--- src/common/aluPkg.sv ---
// ALU operation definitions
`default_nettype none

package aluPkg;

    // Datapath word width
    localparam int DataWidth = 32;

    // Operation encoding
    // Bits 3:2 pick the result source: arithmetic, logic, set-less-than, zero
    // Bit 1 inverts B and sets the carry-in, so subtraction is exact
    // Bits 1:0 pick the logic function
    typedef enum logic [3:0] {
        OpAdd  = 4'b0000, // A + B
        OpSub  = 4'b0010, // A - B
        OpAnd  = 4'b0100, // A & B
        OpOr   = 4'b0101, // A | B
        OpXor  = 4'b0110, // A ^ B
        OpNor  = 4'b0111, // ~(A | B)
        OpSlt  = 4'b1010, // Sign of A - B
        OpZero = 4'b1100  // Constant zero, used for no-ops
    } aluOpT;

endpackage

`default_nettype wire

--- src/common/isaPkg.sv ---
// Instruction set definitions
`default_nettype none

package isaPkg;

    // Register index width, 32 registers
    localparam int RegAddrWidth = 5;

    // One instruction word, read either as R-type or as I-type
    typedef union packed {
        struct packed {
            logic [5:0] opcode;
            logic [4:0] rs;     // Source A
            logic [4:0] rt;     // Source B
            logic [4:0] rd;     // Destination
            logic [4:0] shamt;  // Unused, no shifts
            logic [5:0] funct;  // Operation
        } rFmt;
        struct packed {
            logic [5:0]  opcode;
            logic [4:0]  rs;    // Source A
            logic [4:0]  rt;    // Destination
            logic [15:0] imm;   // Immediate operand
        } iFmt;
    } instrT;

    // Opcodes
    localparam logic [5:0] OpcR    = 6'h00; // Register form, funct decides
    localparam logic [5:0] OpcAddi = 6'h08;
    localparam logic [5:0] OpcSlti = 6'h0A;
    localparam logic [5:0] OpcAndi = 6'h0C;
    localparam logic [5:0] OpcOri  = 6'h0D;
    localparam logic [5:0] OpcXori = 6'h0E;

    // Funct codes for OpcR
    localparam logic [5:0] FnAdd = 6'h20;
    localparam logic [5:0] FnSub = 6'h22;
    localparam logic [5:0] FnAnd = 6'h24;
    localparam logic [5:0] FnOr  = 6'h25;
    localparam logic [5:0] FnXor = 6'h26;
    localparam logic [5:0] FnNor = 6'h27;
    localparam logic [5:0] FnSlt = 6'h2A;

endpackage

`default_nettype wire

--- src/common/pipeIfs.sv ---
// Pipeline stage interfaces
`timescale 1ns/10ps
`default_nettype none

// Decode to operand fetch
interface decIf import aluPkg::*, isaPkg::*; ();
    logic                    valid;    // Stage holds an item
    aluOpT                   aluOp;
    logic [RegAddrWidth-1:0] rs;       // Read index A
    logic [RegAddrWidth-1:0] rt;       // Read index B
    logic [RegAddrWidth-1:0] dest;     // Write index
    logic [15:0]             imm;      // Raw immediate
    logic                    useImm;   // B from immediate
    logic                    signExt;  // Immediate sign-extended
    logic                    writeEn;  // Result goes to register file

    modport src (output valid, aluOp, rs, rt, dest, imm, useImm, signExt, writeEn);
    modport dst (input  valid, aluOp, rs, rt, dest, imm, useImm, signExt, writeEn);
endinterface

// Operand fetch to execute
interface exIf import aluPkg::*, isaPkg::*; ();
    logic                    valid;    // Stage holds an item
    aluOpT                   aluOp;
    logic [DataWidth-1:0]    opA;      // Forwarded rs value
    logic [DataWidth-1:0]    opB;      // Forwarded rt value or immediate
    logic [RegAddrWidth-1:0] dest;
    logic                    writeEn;

    modport src (output valid, aluOp, opA, opB, dest, writeEn);
    modport dst (input  valid, aluOp, opA, opB, dest, writeEn);
endinterface

`default_nettype wire

--- src/alu/alu.sv ---
// Integer ALU
`timescale 1ns/10ps
`default_nettype none

module alu import aluPkg::*; (
    input  aluOpT                aluOp,  // Operation select
    input  logic [DataWidth-1:0] a,      // Operand A
    input  logic [DataWidth-1:0] b,      // Operand B
    output logic [DataWidth-1:0] y,      // Selected result
    output logic                 zero    // High when y is all zeros
);

    logic                 subMode;  // Invert B plus carry-in
    logic [DataWidth-1:0] bSel;     // B or its complement
    logic [DataWidth-1:0] sum;      // Adder output
    logic [DataWidth-1:0] logicY;   // Logic unit output
    logic [DataWidth-1:0] sltY;     // Set-less-than word

    assign subMode = aluOp[1];
    assign bSel    = subMode ? ~b : b;

    // Two's complement subtract when subMode is set
    assign sum = a + bSel + {{(DataWidth - 1){1'b0}}, subMode};

    // Logic unit, low two bits pick the function
    always_comb begin
        case (aluOp[1:0])
            2'b00:   logicY = a & b;     // And
            2'b01:   logicY = a | b;     // Or
            2'b10:   logicY = a ^ b;     // Xor
            default: logicY = ~(a | b);  // Nor
        endcase
    end

    // Sign of the difference, no overflow correction
    assign sltY = {{(DataWidth - 1){1'b0}}, sum[DataWidth-1]};

    // Result source from the upper two bits
    always_comb begin
        case (aluOp[3:2])
            2'b00:   y = sum;     // Add or subtract
            2'b01:   y = logicY;  // Logic functions
            2'b10:   y = sltY;    // Set-less-than
            default: y = '0;      // No-op result
        endcase
    end

    assign zero = ~|y;  // Zero flag

endmodule

`default_nettype wire

--- src/rtl/decodeStage.sv ---
// Input queue and instruction decode
`timescale 1ns/10ps
`default_nettype none

module decodeStage import aluPkg::*, isaPkg::*; #(
    parameter int InDepth = 4              // Queue depth, also producer credits
) (
    input  logic        clk,
    input  logic        rstN,
    input  logic        instrValid,        // Push from producer
    input  logic [31:0] instr,             // Pushed word
    input  logic        stall,             // Pipeline hold from execute
    output logic        instrCredit,       // One pulse per pop
    decIf.src           decOut
);

    localparam int PtrWidth = (InDepth > 1) ? $clog2(InDepth) : 1;
    localparam int CntWidth = $clog2(InDepth + 1);

    logic [31:0]             queue [InDepth];  // Word storage
    logic [PtrWidth-1:0]     wrPtr;
    logic [PtrWidth-1:0]     rdPtr;
    logic [CntWidth-1:0]     count;            // Words held
    logic                    pop;
    instrT                   head;             // Word at read pointer
    aluOpT                   opDec;
    logic [RegAddrWidth-1:0] rsDec;
    logic [RegAddrWidth-1:0] rtDec;
    logic [RegAddrWidth-1:0] destDec;
    logic                    useImmDec;
    logic                    signExtDec;
    logic                    writeEnDec;

    function automatic logic [PtrWidth-1:0] nextPtr(input logic [PtrWidth-1:0] ptr);
        return (ptr == PtrWidth'(InDepth - 1)) ? '0 : ptr + 1'b1;  // Wrap at depth
    endfunction

    assign pop  = (count != '0) && !stall;
    assign head = queue[rdPtr];

    always_ff @(posedge clk) begin
        if (!rstN) begin
            wrPtr       <= '0;
            rdPtr       <= '0;
            count       <= '0;
            instrCredit <= 1'b0;
        end else begin
            if (instrValid) wrPtr <= nextPtr(wrPtr);
            if (pop) rdPtr <= nextPtr(rdPtr);
            count       <= count + CntWidth'(instrValid) - CntWidth'(pop);
            instrCredit <= pop;  // Credit back to producer
        end
    end

    always_ff @(posedge clk) begin
        if (instrValid) queue[wrPtr] <= instr;
    end

    always_comb begin
        opDec      = OpZero;  // Unknown words fall through as no-ops
        rsDec      = '0;
        rtDec      = '0;
        destDec    = '0;
        useImmDec  = 1'b0;
        signExtDec = 1'b0;
        writeEnDec = 1'b0;
        if (head.rFmt.opcode == OpcR) begin
            case (head.rFmt.funct)
                FnAdd:   opDec = OpAdd;
                FnSub:   opDec = OpSub;
                FnAnd:   opDec = OpAnd;
                FnOr:    opDec = OpOr;
                FnXor:   opDec = OpXor;
                FnNor:   opDec = OpNor;
                FnSlt:   opDec = OpSlt;
                default: opDec = OpZero;
            endcase
            if (opDec != OpZero) begin
                rsDec      = head.rFmt.rs;
                rtDec      = head.rFmt.rt;
                destDec    = head.rFmt.rd;
                writeEnDec = 1'b1;
            end
        end else begin
            case (head.iFmt.opcode)
                OpcAddi: opDec = OpAdd;
                OpcSlti: opDec = OpSlt;
                OpcAndi: opDec = OpAnd;
                OpcOri:  opDec = OpOr;
                OpcXori: opDec = OpXor;
                default: opDec = OpZero;
            endcase
            if (opDec != OpZero) begin
                rsDec      = head.iFmt.rs;
                destDec    = head.iFmt.rt;                         // rt is the target
                useImmDec  = 1'b1;
                signExtDec = (opDec == OpAdd) || (opDec == OpSlt); // Logic forms zero-extend
                writeEnDec = 1'b1;
            end
        end
    end

    always_ff @(posedge clk) begin
        if (!rstN) begin
            decOut.valid <= 1'b0;
        end else if (!stall) begin
            decOut.valid <= pop;
        end
    end

    always_ff @(posedge clk) begin
        if (pop) begin
            decOut.aluOp   <= opDec;
            decOut.rs      <= rsDec;
            decOut.rt      <= rtDec;
            decOut.dest    <= destDec;
            decOut.imm     <= head.iFmt.imm;
            decOut.useImm  <= useImmDec;
            decOut.signExt <= signExtDec;
            decOut.writeEn <= writeEnDec;
        end
    end

    // Producer must hold a credit for every push
    noPushWhenFull: assert property (@(posedge clk) disable iff (!rstN)
        instrValid |-> (count != CntWidth'(InDepth)));

endmodule

`default_nettype wire

--- src/rtl/operandStage.sv ---
// Register file and operand fetch
`timescale 1ns/10ps
`default_nettype none

module operandStage import aluPkg::*, isaPkg::*; (
    input  logic                    clk,
    input  logic                    rstN,
    input  logic                    stall,    // Pipeline hold from execute
    decIf.dst                       decIn,
    exIf.src                        exOut,
    input  logic                    wbEn,     // Item leaving execute writes
    input  logic [RegAddrWidth-1:0] wbDest,
    input  logic [DataWidth-1:0]    wbData
);

    localparam int NumRegs = 2 ** RegAddrWidth;

    logic [DataWidth-1:0] regs [NumRegs];  // Architectural registers
    logic                 fwdA;            // Bypass onto rs
    logic                 fwdB;            // Bypass onto rt
    logic [DataWidth-1:0] rsVal;
    logic [DataWidth-1:0] rtVal;
    logic [DataWidth-1:0] immExt;          // Extended immediate
    logic [DataWidth-1:0] opBSel;

    // Writes to register 0 are dropped, so it stays zero
    always_ff @(posedge clk) begin
        if (!rstN) begin
            for (int i = 0; i < NumRegs; i++) begin
                regs[i] <= '0;
            end
        end else if (wbEn && (wbDest != '0)) begin
            regs[wbDest] <= wbData;
        end
    end

    // Only the item leaving execute this edge is not yet in the file
    assign fwdA = wbEn && (wbDest != '0) && (wbDest == decIn.rs);
    assign fwdB = wbEn && (wbDest != '0) && (wbDest == decIn.rt);

    assign rsVal = fwdA ? wbData : regs[decIn.rs];
    assign rtVal = fwdB ? wbData : regs[decIn.rt];

    // addi and slti sign-extend, logic immediates zero-extend
    assign immExt = decIn.signExt ? {{(DataWidth - 16){decIn.imm[15]}}, decIn.imm}
                                  : {{(DataWidth - 16){1'b0}}, decIn.imm};

    assign opBSel = decIn.useImm ? immExt : rtVal;

    always_ff @(posedge clk) begin
        if (!rstN) begin
            exOut.valid <= 1'b0;
        end else if (!stall) begin
            exOut.valid <= decIn.valid;  // Bubble when decode is empty
        end
    end

    always_ff @(posedge clk) begin
        if (!stall && decIn.valid) begin
            exOut.aluOp   <= decIn.aluOp;
            exOut.opA     <= rsVal;
            exOut.opB     <= opBSel;
            exOut.dest    <= decIn.dest;
            exOut.writeEn <= decIn.writeEn;
        end
    end

endmodule

`default_nettype wire

--- src/rtl/executeStage.sv ---
// Execute stage with output credits
`timescale 1ns/10ps
`default_nettype none

module executeStage import aluPkg::*, isaPkg::*; #(
    parameter int OutCredits = 2                    // Consumer's initial credits
) (
    input  logic                    clk,
    input  logic                    rstN,
    exIf.dst                        exIn,
    input  logic                    resultCredit,   // Consumer took a result
    output logic                    stall,          // Hold all stages
    output logic                    resultValid,
    output logic [DataWidth-1:0]    result,
    output logic                    resultZero,
    output logic [RegAddrWidth-1:0] resultDest,
    output logic                    wbEn,
    output logic [RegAddrWidth-1:0] wbDest,
    output logic [DataWidth-1:0]    wbData
);

    localparam int CntWidth = $clog2(OutCredits + 1);

    logic [CntWidth-1:0]  creditCnt;  // Credits still held
    logic                 accept;     // Item leaves on this edge
    logic [DataWidth-1:0] aluY;
    logic                 aluZero;

    alu aluInst (
        .aluOp (exIn.aluOp),
        .a     (exIn.opA),
        .b     (exIn.opB),
        .y     (aluY),
        .zero  (aluZero)
    );

    assign stall  = exIn.valid && (creditCnt == '0);  // Valid item, no credit
    assign accept = exIn.valid && !stall;

    // Register write lands on the same edge as resultValid
    assign wbEn   = accept && exIn.writeEn;
    assign wbDest = exIn.dest;
    assign wbData = aluY;

    always_ff @(posedge clk) begin
        if (!rstN) begin
            creditCnt   <= CntWidth'(OutCredits);
            resultValid <= 1'b0;
        end else begin
            creditCnt   <= creditCnt - CntWidth'(accept) + CntWidth'(resultCredit);
            resultValid <= accept;  // One pulse per result
        end
    end

    always_ff @(posedge clk) begin
        if (accept) begin
            result     <= aluY;
            resultZero <= aluZero;
            resultDest <= exIn.dest;
        end
    end

    // Consumer never returns more than it was given
    creditBound: assert property (@(posedge clk) disable iff (!rstN)
        creditCnt <= CntWidth'(OutCredits));

    // Each result was backed by a credit
    resultHasCredit: assert property (@(posedge clk) disable iff (!rstN)
        resultValid |-> ($past(creditCnt) != '0));

endmodule

`default_nettype wire

--- src/rtl/aluPipeTop.sv ---
// Execute pipeline top level
`timescale 1ns/10ps
`default_nettype none

module aluPipeTop import aluPkg::*, isaPkg::*; #(
    parameter int InDepth    = 4,  // Input queue depth
    parameter int OutCredits = 2   // Output credit count
) (
    input  logic                    clk,
    input  logic                    rstN,
    input  logic                    instrValid,    // Producer push
    input  logic [31:0]             instr,
    output logic                    instrCredit,   // Queue slot freed
    output logic                    resultValid,
    output logic [DataWidth-1:0]    result,
    output logic                    resultZero,
    output logic [RegAddrWidth-1:0] resultDest,
    input  logic                    resultCredit   // Consumer returns a credit
);

    logic                    stall;   // Shared pipeline hold
    logic                    wbEn;
    logic [RegAddrWidth-1:0] wbDest;
    logic [DataWidth-1:0]    wbData;

    decIf decBus ();
    exIf  exBus ();

    decodeStage #(.InDepth(InDepth)) decodeInst (
        .clk         (clk),
        .rstN        (rstN),
        .instrValid  (instrValid),
        .instr       (instr),
        .stall       (stall),
        .instrCredit (instrCredit),
        .decOut      (decBus.src)
    );

    operandStage operandInst (
        .clk    (clk),
        .rstN   (rstN),
        .stall  (stall),
        .decIn  (decBus.dst),
        .exOut  (exBus.src),
        .wbEn   (wbEn),
        .wbDest (wbDest),
        .wbData (wbData)
    );

    executeStage #(.OutCredits(OutCredits)) executeInst (
        .clk          (clk),
        .rstN         (rstN),
        .exIn         (exBus.dst),
        .resultCredit (resultCredit),
        .stall        (stall),
        .resultValid  (resultValid),
        .result       (result),
        .resultZero   (resultZero),
        .resultDest   (resultDest),
        .wbEn         (wbEn),
        .wbDest       (wbDest),
        .wbData       (wbData)
    );

endmodule

`default_nettype wire

--- config.mk ---
export PLATFORM = sky130hd
export DESIGN_NAME = aluPipeTop
export DESIGN_NICKNAME = d
export VERILOG_FILES = /design/src/common/aluPkg.sv /design/src/common/isaPkg.sv /design/src/common/pipeIfs.sv /design/src/alu/alu.sv /design/src/rtl/decodeStage.sv /design/src/rtl/operandStage.sv /design/src/rtl/executeStage.sv /design/src/rtl/aluPipeTop.sv
export SDC_FILE = /design/constraint.sdc
export NUM_CORES = 2
export LEC_CHECK = 0
export BUFFER_PORTS_ARGS = -buffer_cell sky130_fd_sc_hd__buf_4
export CAP_MARGIN = 10
export CORE_MARGIN = 1
export CORE_UTILIZATION = 58
export CTS_CLUSTER_SIZE = 10
export DETAILED_ROUTE_END_ITERATION = 7
export GPL_ROUTABILITY_DRIVEN = 1
export PLACE_DENSITY = 0.82
export SETUP_SLACK_MARGIN = 0.4
export SYNTH_ARGS = -nofsm -noshare
export SYNTH_HDL_FRONTEND = slang
export SYNTH_SLANG_ARGS = --single-unit
--- constraint.sdc ---
create_clock -name clk -period 4.9 [get_ports clk]
set_clock_uncertainty 0.15 [all_clocks]
set_input_delay 0.245 -clock clk [delete_from_list [all_inputs] [get_ports clk]]
set_output_delay 0.245 -clock clk [all_outputs]
set_load 0.005 [all_outputs]
* Yosys cells after proc, flatten, opt, wreduce, memory -nomap -nowiden *
Memories as Yosys holds them, arrays and structs flattened. A register that Yosys moved wholly into a read port is not among the register bits.
Cells that the tools add are included.

operators by class
  add/subtract/negate cells = 8
  eq/ne operators = 23
  muxes and demuxes = 37
  bitwise logic cells = 6
  reductions and logical operators = 22

operator list
  kind                  number
  $mux W32              6
  $pmux W32 S3          2
  $not A32 Y32          2
  $reduce_or A32 Y1     2
  $mux W5               10
  $eq A6 B6 Y1 const B  7
  $add A32 B1 Y32       1
  $add A32 B32 Y32      1
  $and A32 B32 Y32      1
  $or A32 B32 Y32       1
  $xor A32 B32 Y32      1
  $eq A6 B4 Y1 const B  5
  $pmux W4 S7           1
  $pmux W4 S5           1
  $mux W4               3
  $eq A5 B5 Y1          2
  $mux W1               10
  $eq A2 B2 Y1 const B  4
  $logic_and A1 B1 Y1   8
  $mux W2               4
  $ne A4 B4 Y1 const B  2
  $logic_not A2 Y1      3
  $logic_not A6 Y1      1
  $reduce_bool A5 Y1    1
  14 further kinds      17

storage, ports and cells
  register bits = 163
  RAM bits = 1,152
  output and inout port bits = 40
  word-level logic and storage cells = 122
  memories = 2

memory list
  name              depth  bits a word  rd ports  clocked after Yosys merged registers in  write ports  RTL line            source
  operandInst.regs  32     32           2         2                                        32           operandStage.sv:18  logic [DataWidth-1:0] regs [NumRegs];
  decodeInst.queue  4      32           1         1                                        1            decodeStage.sv:20   logic [31:0] queue [InDepth];

* Logic depth before layout (Yosys ltp) *
  depth after elaboration = 11
  mapped depth = 21
  gate-level depth less buffers = 15

* Cells and area by module *
A second synthesis with hierarchy kept.

unflattened totals
  cell total of the unflattened synthesis = 4,694
  area total of the unflattened synthesis = 69,113.8 um^2

modules (own cells, without submodules)
  module        times used  cells each  area each (um^2)
  operandStage  1           3,659       56,510.4
  decodeStage   1           301         6,570.1
  alu           1           676         4,702.0
  executeStage  1           58          1,331.3

* Worst setup path before layout *
No wires, ideal clock.

  path type = register to register
  from = reg operandInst.exOut.aluOp[1]
  to = reg executeInst.resultZero (data pin)
  library setup time = 170 ps
  data arrival time = 4,387 ps
  slack = 193 ps
  cell stages (with the launch flop) = 19
  buffers on the path = 6
  clock period less this slack = 4,707 ps
  cell sequence = edfxtp_1 -> buf_2 -> buf_2 -> buf_2 -> buf_2 -> clkbuf_1 -> clkbuf_1 -> xor2_1 -> fa_1 -> a21o_1 -> a22o_1 -> a211oi_2 -> o31ai_2 -> and4_1 -> nor3_1 -> nand2_1 -> nor4_1 -> nand3_1 -> nor4_2

between the ends
  longest elaborated chain between the ends = 6

RTL lines
  element                             RTL line            source
  start, declared                     pipeIfs.sv:30       modport src (output valid, aluOp, opA, opB, dest, writeEn);
  $mux W32                            alu.sv:20           assign bSel = subMode ? ~b : b;
  $add A32 B32 Y32                    alu.sv:23           assign sum = a + bSel + {{(DataWidth - 1){1'b0}}, subMode};
  $add A32 B1 Y32                     alu.sv:23
  $pmux W32 S3 (*)                    alu.sv:40           case (aluOp[3:2])
  $reduce_or A32 Y1 (*)               alu.sv:48           assign zero = ~|y;
  $logic_not A1 Y1 (*)                alu.sv:48
  named net executeInst.aluInst.zero  alu.sv:10           output logic zero
  end signal, assigned                executeStage.sv:58  resultZero <= aluZero;
  end, declared                       executeStage.sv:15  output logic resultZero,

The timed path passes the listed nets; every way through them passes the cells marked *.
A chain may end at the register's enable or synchronous reset.

* Worst setup path in the final report *
Ends and elaborated chain as after synthesis.

==> flow_summary_export.csv <==
group,metric,value,unit
power,pwr-share-seq,0.351,
floorplan,initial_core_util,0.587,
routing,viasPerCell,7.37,
worst_hold_path,hold_path.class,"input pin to flop",
synthesis,syn_inst,4556,
placed_design,dp_hpwl,124,mm
critical_path,r2r_end,"executeInst.resultZero",
power,clkPwrFrac,0.238,
clock_network,path_clk_slew,0.06,ns
clock_network,cts_buffer_depth,3,
synthesis,synth_top_area_frac,0.580,
cells_and_area,final_area,75000,sq um
global_routing,grtUsageTotal,0.371,
sta,setup-violations-final,0,
critical_path,arrival,4.88,ns
clock_network,cts_tree,"built",
power,leakage,25.5,nW
critical_path,cp.required,5.34,ns
synthesis,yosysUniqueCellTypes,73,
sta,slew_violations,0,
clock_network,clkLatencyLatePin,0.81,ns
sta,period_share,0.906,
placed_design,postPlaceCellArea,70500,sq um
clock_network,htree_levels,4,
sta,fmax,225,MHz
power,p_sw_frac,0.379,
cells_and_area,nNetsFinal,4775,
worst_hold_path,worstHoldStart,"instr[19]",
sta,tightest_slew,1.17,ns
placed_design,place_ws,0.537,ns
sta,relSlewSlack,0.217,
routing,wirelength,216,mm
critical_path,cp_cell_sequence,"buf_4 -> buf_4 -> mux2i_4 -> inv_1 -> fa_1 -> a211oi_1 -> nor2_1 -> o21a_1 -> a211o_1 -> o211ai_1 -> nand3_1 -> nor4_1 -> nand3_1 -> nor4_2",
sta,hold-worst-slack,0.0497,ns
flow_run,maxCapViolCount,0,
outcome,status,"complete, no violations",
critical_path,worstRegToRegCells,14,
sta,rsz0062_at_grt,"false",
synthesis,yosysTopAreaCell,"edfxtp_1",
power,internal-power,26.6,mW
routing,drc,0,
synthesis,ys_ff_latch,1327,
clock_network,cts_buffers,152,
global_routing,grt_overflow,0,
critical_path,r2r_start,"operandInst.exOut.aluOp[1]",
critical_path,criticalPathCategory,"flop to flop",
power,pwr-share-comb,0.411,
cells_and_area,final_util,0.654,
power,power_density,571,nW/um^2
floorplan,die_y,343,um
sta,fin_setup_tns,0,ns
power,power_switching,16.2,mW
critical_path,r2r_setup_slack,0.46,ns
synthesis,synthArstFlopShare,0,
routing,wire_per_inst,34.9,um
clock_network,clockRootBuffer,"clkbuf_16",
synthesis,synth_edf_count,1302,
floorplan,io_pins,76,
cells_and_area,syn_to_final_growth,11.4,%
critical_path,path_max_fanout,8,
synthesis,ys.warnings.count,0,
critical_path,crit_buf_inv,3,
synthesis,synthTopCellsByArea,"edfxtp_1, mux4_2, nor2_1",
sta,post-route-min-period,4.44,ns
cells_and_area,fin_cells,6193,
global_routing,antenna_found_initial,3,
cells_and_area,diodes,0,
routing,drtIter0Drc,8365,
sta,hold_violations,0,
critical_path,crit_family,"compound AO/OA/AOI/OAI gates",
synthesis,synth_area,67400,sq um
routing,drt-pass1-iter-count,6,
floorplan,die_w,343,um
worst_hold_path,worstHoldPathCells,2,
sta,setup_ws,0.463,ns
critical_path,slowest_delay,0.80,ns
routing,vias,45700,
clock_network,clkSinkCount,1327,
floorplan,die_area,118000,sq um
synthesis,synthFlopType,"edfxtp_1",
critical_path,worst_setup_path_end_kind,"flop",
worst_hold_path,holdPathEnd,"decodeInst.queue[3][19]",
global_routing,grt_pass1_wl,310,mm
global_routing,grt_pass1_vias,46400,
power,vdd_ir_drop_max,0.658,mV
floorplan,core,115000,sq um
routing,ant_nets,0,
placed_design,dp_cells,5948,
critical_path,cp_slowest_cell,"o211ai_1",
global_routing,grt_start_max_net_pins,77,
synthesis,avgSynthCellArea,14.8,sq um
synthesis,ys_seq_area_frac,0.588,
critical_path,cp-start-kind,"flop",
cells_and_area,drive_gt1_frac,0.266,
placed_design,io_buffers,75,
floorplan,num_rows,124,
placed_design,gp_congestion,0.916,
power,p_total,42.8,mW
==> per-layer routing <==
layer / routed length [um] / GRT usage
met1: 65300 / 0.459
met3: 34200 / 0.113
met4: 19600 / 0.277
met2: 97000 / 0.556
met5: 43 / 0
==> kinds of logic after synthesis <==
kind of cell             count (synthesis)  share of synthesized area
multiplexers                           775                      0.240
AO/OA/AOI/OAI                          308                     0.0274
adder cells (fa/ha/maj)                109                     0.0205
buffers and inverters                  551                     0.0316
flip-flops                            1327                      0.588
other                                    1                  0.0000557
XOR/XNOR                                65                    0.00845
AND/OR/NAND/NOR                       1420                     0.0841
==> registers in the layout, indices dropped and copies added, names as in the netlist, 2 cells and up, named ones only <==
| name | count |
|---|---|
| decodeInst.count | 3 |
| decodeInst.decOut.aluOp | 4 |
| decodeInst.decOut.dest | 5 |
| decodeInst.decOut.imm | 16 |
| decodeInst.decOut.rs | 5 |
| decodeInst.decOut.rt | 5 |
| decodeInst.queue | 128 |
| decodeInst.rdPtr | 2 |
| decodeInst.wrPtr | 2 |
| executeInst.creditCnt | 2 |
| executeInst.result | 32 |
| executeInst.resultDest | 5 |
| operandInst.exOut.aluOp | 4 |
| operandInst.exOut.dest | 5 |
| operandInst.exOut.opA | 32 |
| operandInst.exOut.opB | 32 |
| operandInst.regs | 1024 |
==> worst max path at each step <==
stage / to / slack [ns] / cells past startpoint / start
2_1_floorplan: executeInst.resultZero / 0.40 / 18 / operandInst.exOut.aluOp[1]
3_5_place_dp: executeInst.resultZero / 0.54 / 11 / operandInst.exOut.aluOp[1]
5_1_grt: operandInst.regs[9][0] / 0.41 / 14 / operandInst.exOut.aluOp[1]
4_1_cts: executeInst.resultZero / 0.46 / 11 / operandInst.exOut.aluOp[1]
6_report: executeInst.resultZero / 0.46 / 14 / operandInst.exOut.aluOp[1]
3_3_place_gp: executeInst.resultZero / 0.54 / 11 / operandInst.exOut.aluOp[1]
==> cell usage after synthesis (14+ instances only) <==
cell and count:
nand4_1 14, clkbuf_1 323, xor2_1 49, o21ai_0 98, o21ai_1 22, nand3_1 14
xnor2_1 16, and2_1 14, a211oi_1 19, dfxtp_1 25, ha_1 107, mux2_2 22
nor3_1 24, edfxtp_1 1302, mux4_2 670, inv_1 126, nand2_1 210, nor2_1 1083
buf_1 53, mux2i_1 78, buf_2 43, a21oi_1 95, nor2b_1 14
==> what timing repair did <==
item,CTS,global route
hold endpoints to repair,135,0
gates resized for setup,0,1
endpoints found under the setup margin,0,65
setup buffers,0,4
hold buffers,36,0
==> placed cells by master, fill, tap and decap left out, types with 6 or more instances in the layout <==
cell type      Yosys  final
a21oi_2            0     10
inv_2              5      6
nand2_1          210    150
a21o_1             8      8
xnor2_1           16     16
dfxtp_1           25     14
buf_4              1    243
clkbuf_16          0    152
o21ai_1           22     20
clkinv_8           0      7
nand2_2            0     60
clkbuf_1         323     33
nor2_1          1083   1082
a211oi_1          19     19
ha_1             107    107
inv_1            126    125
nor3_1            24     23
inv_6              0      6
buf_12             0     29
o21ai_0           98     98
mux2i_1           78     78
a21oi_1           95     85
edfxtp_1        1302   1302
xor2_1            49     49
and2_1            14     14
mux2_2            22     22
a211o_1            8      8
dlygate4sd3_1      0     36
conb_1             1     32
nor3b_1            7      7
o211ai_1           7      7
mux4_2           670    670
nand3_1           14     14
nor2b_1           14     13
a22o_1             6      6
nand4_1           14     14
nand2b_1           8      8
dfxtp_4            0      8
==> power groups by stage <==
stage	clock network (mW)	registers (mW)	logic, mW
6_report	10.2	15.0	17.6
5_1_grt	10.6	15.1	18.3
4_1_cts	10.1	15.0	17.0
3_5_place_dp	0	15.2	16.8
3_3_place_gp	0	15.1	16.4
2_1_floorplan	0	14.4	11.8
==> layout make-up <==
type	count	area (sq um)
clock buffers	185	3930
well taps	1512	1890
clock inverters	20	253
repair buffers	309	2780
inverters	131	492
flip-flops and latches	1327	39600
multi-input cells	2709	26100
fillers	7373	39800
No activity file was read; power rests on OpenSTA's default activity.
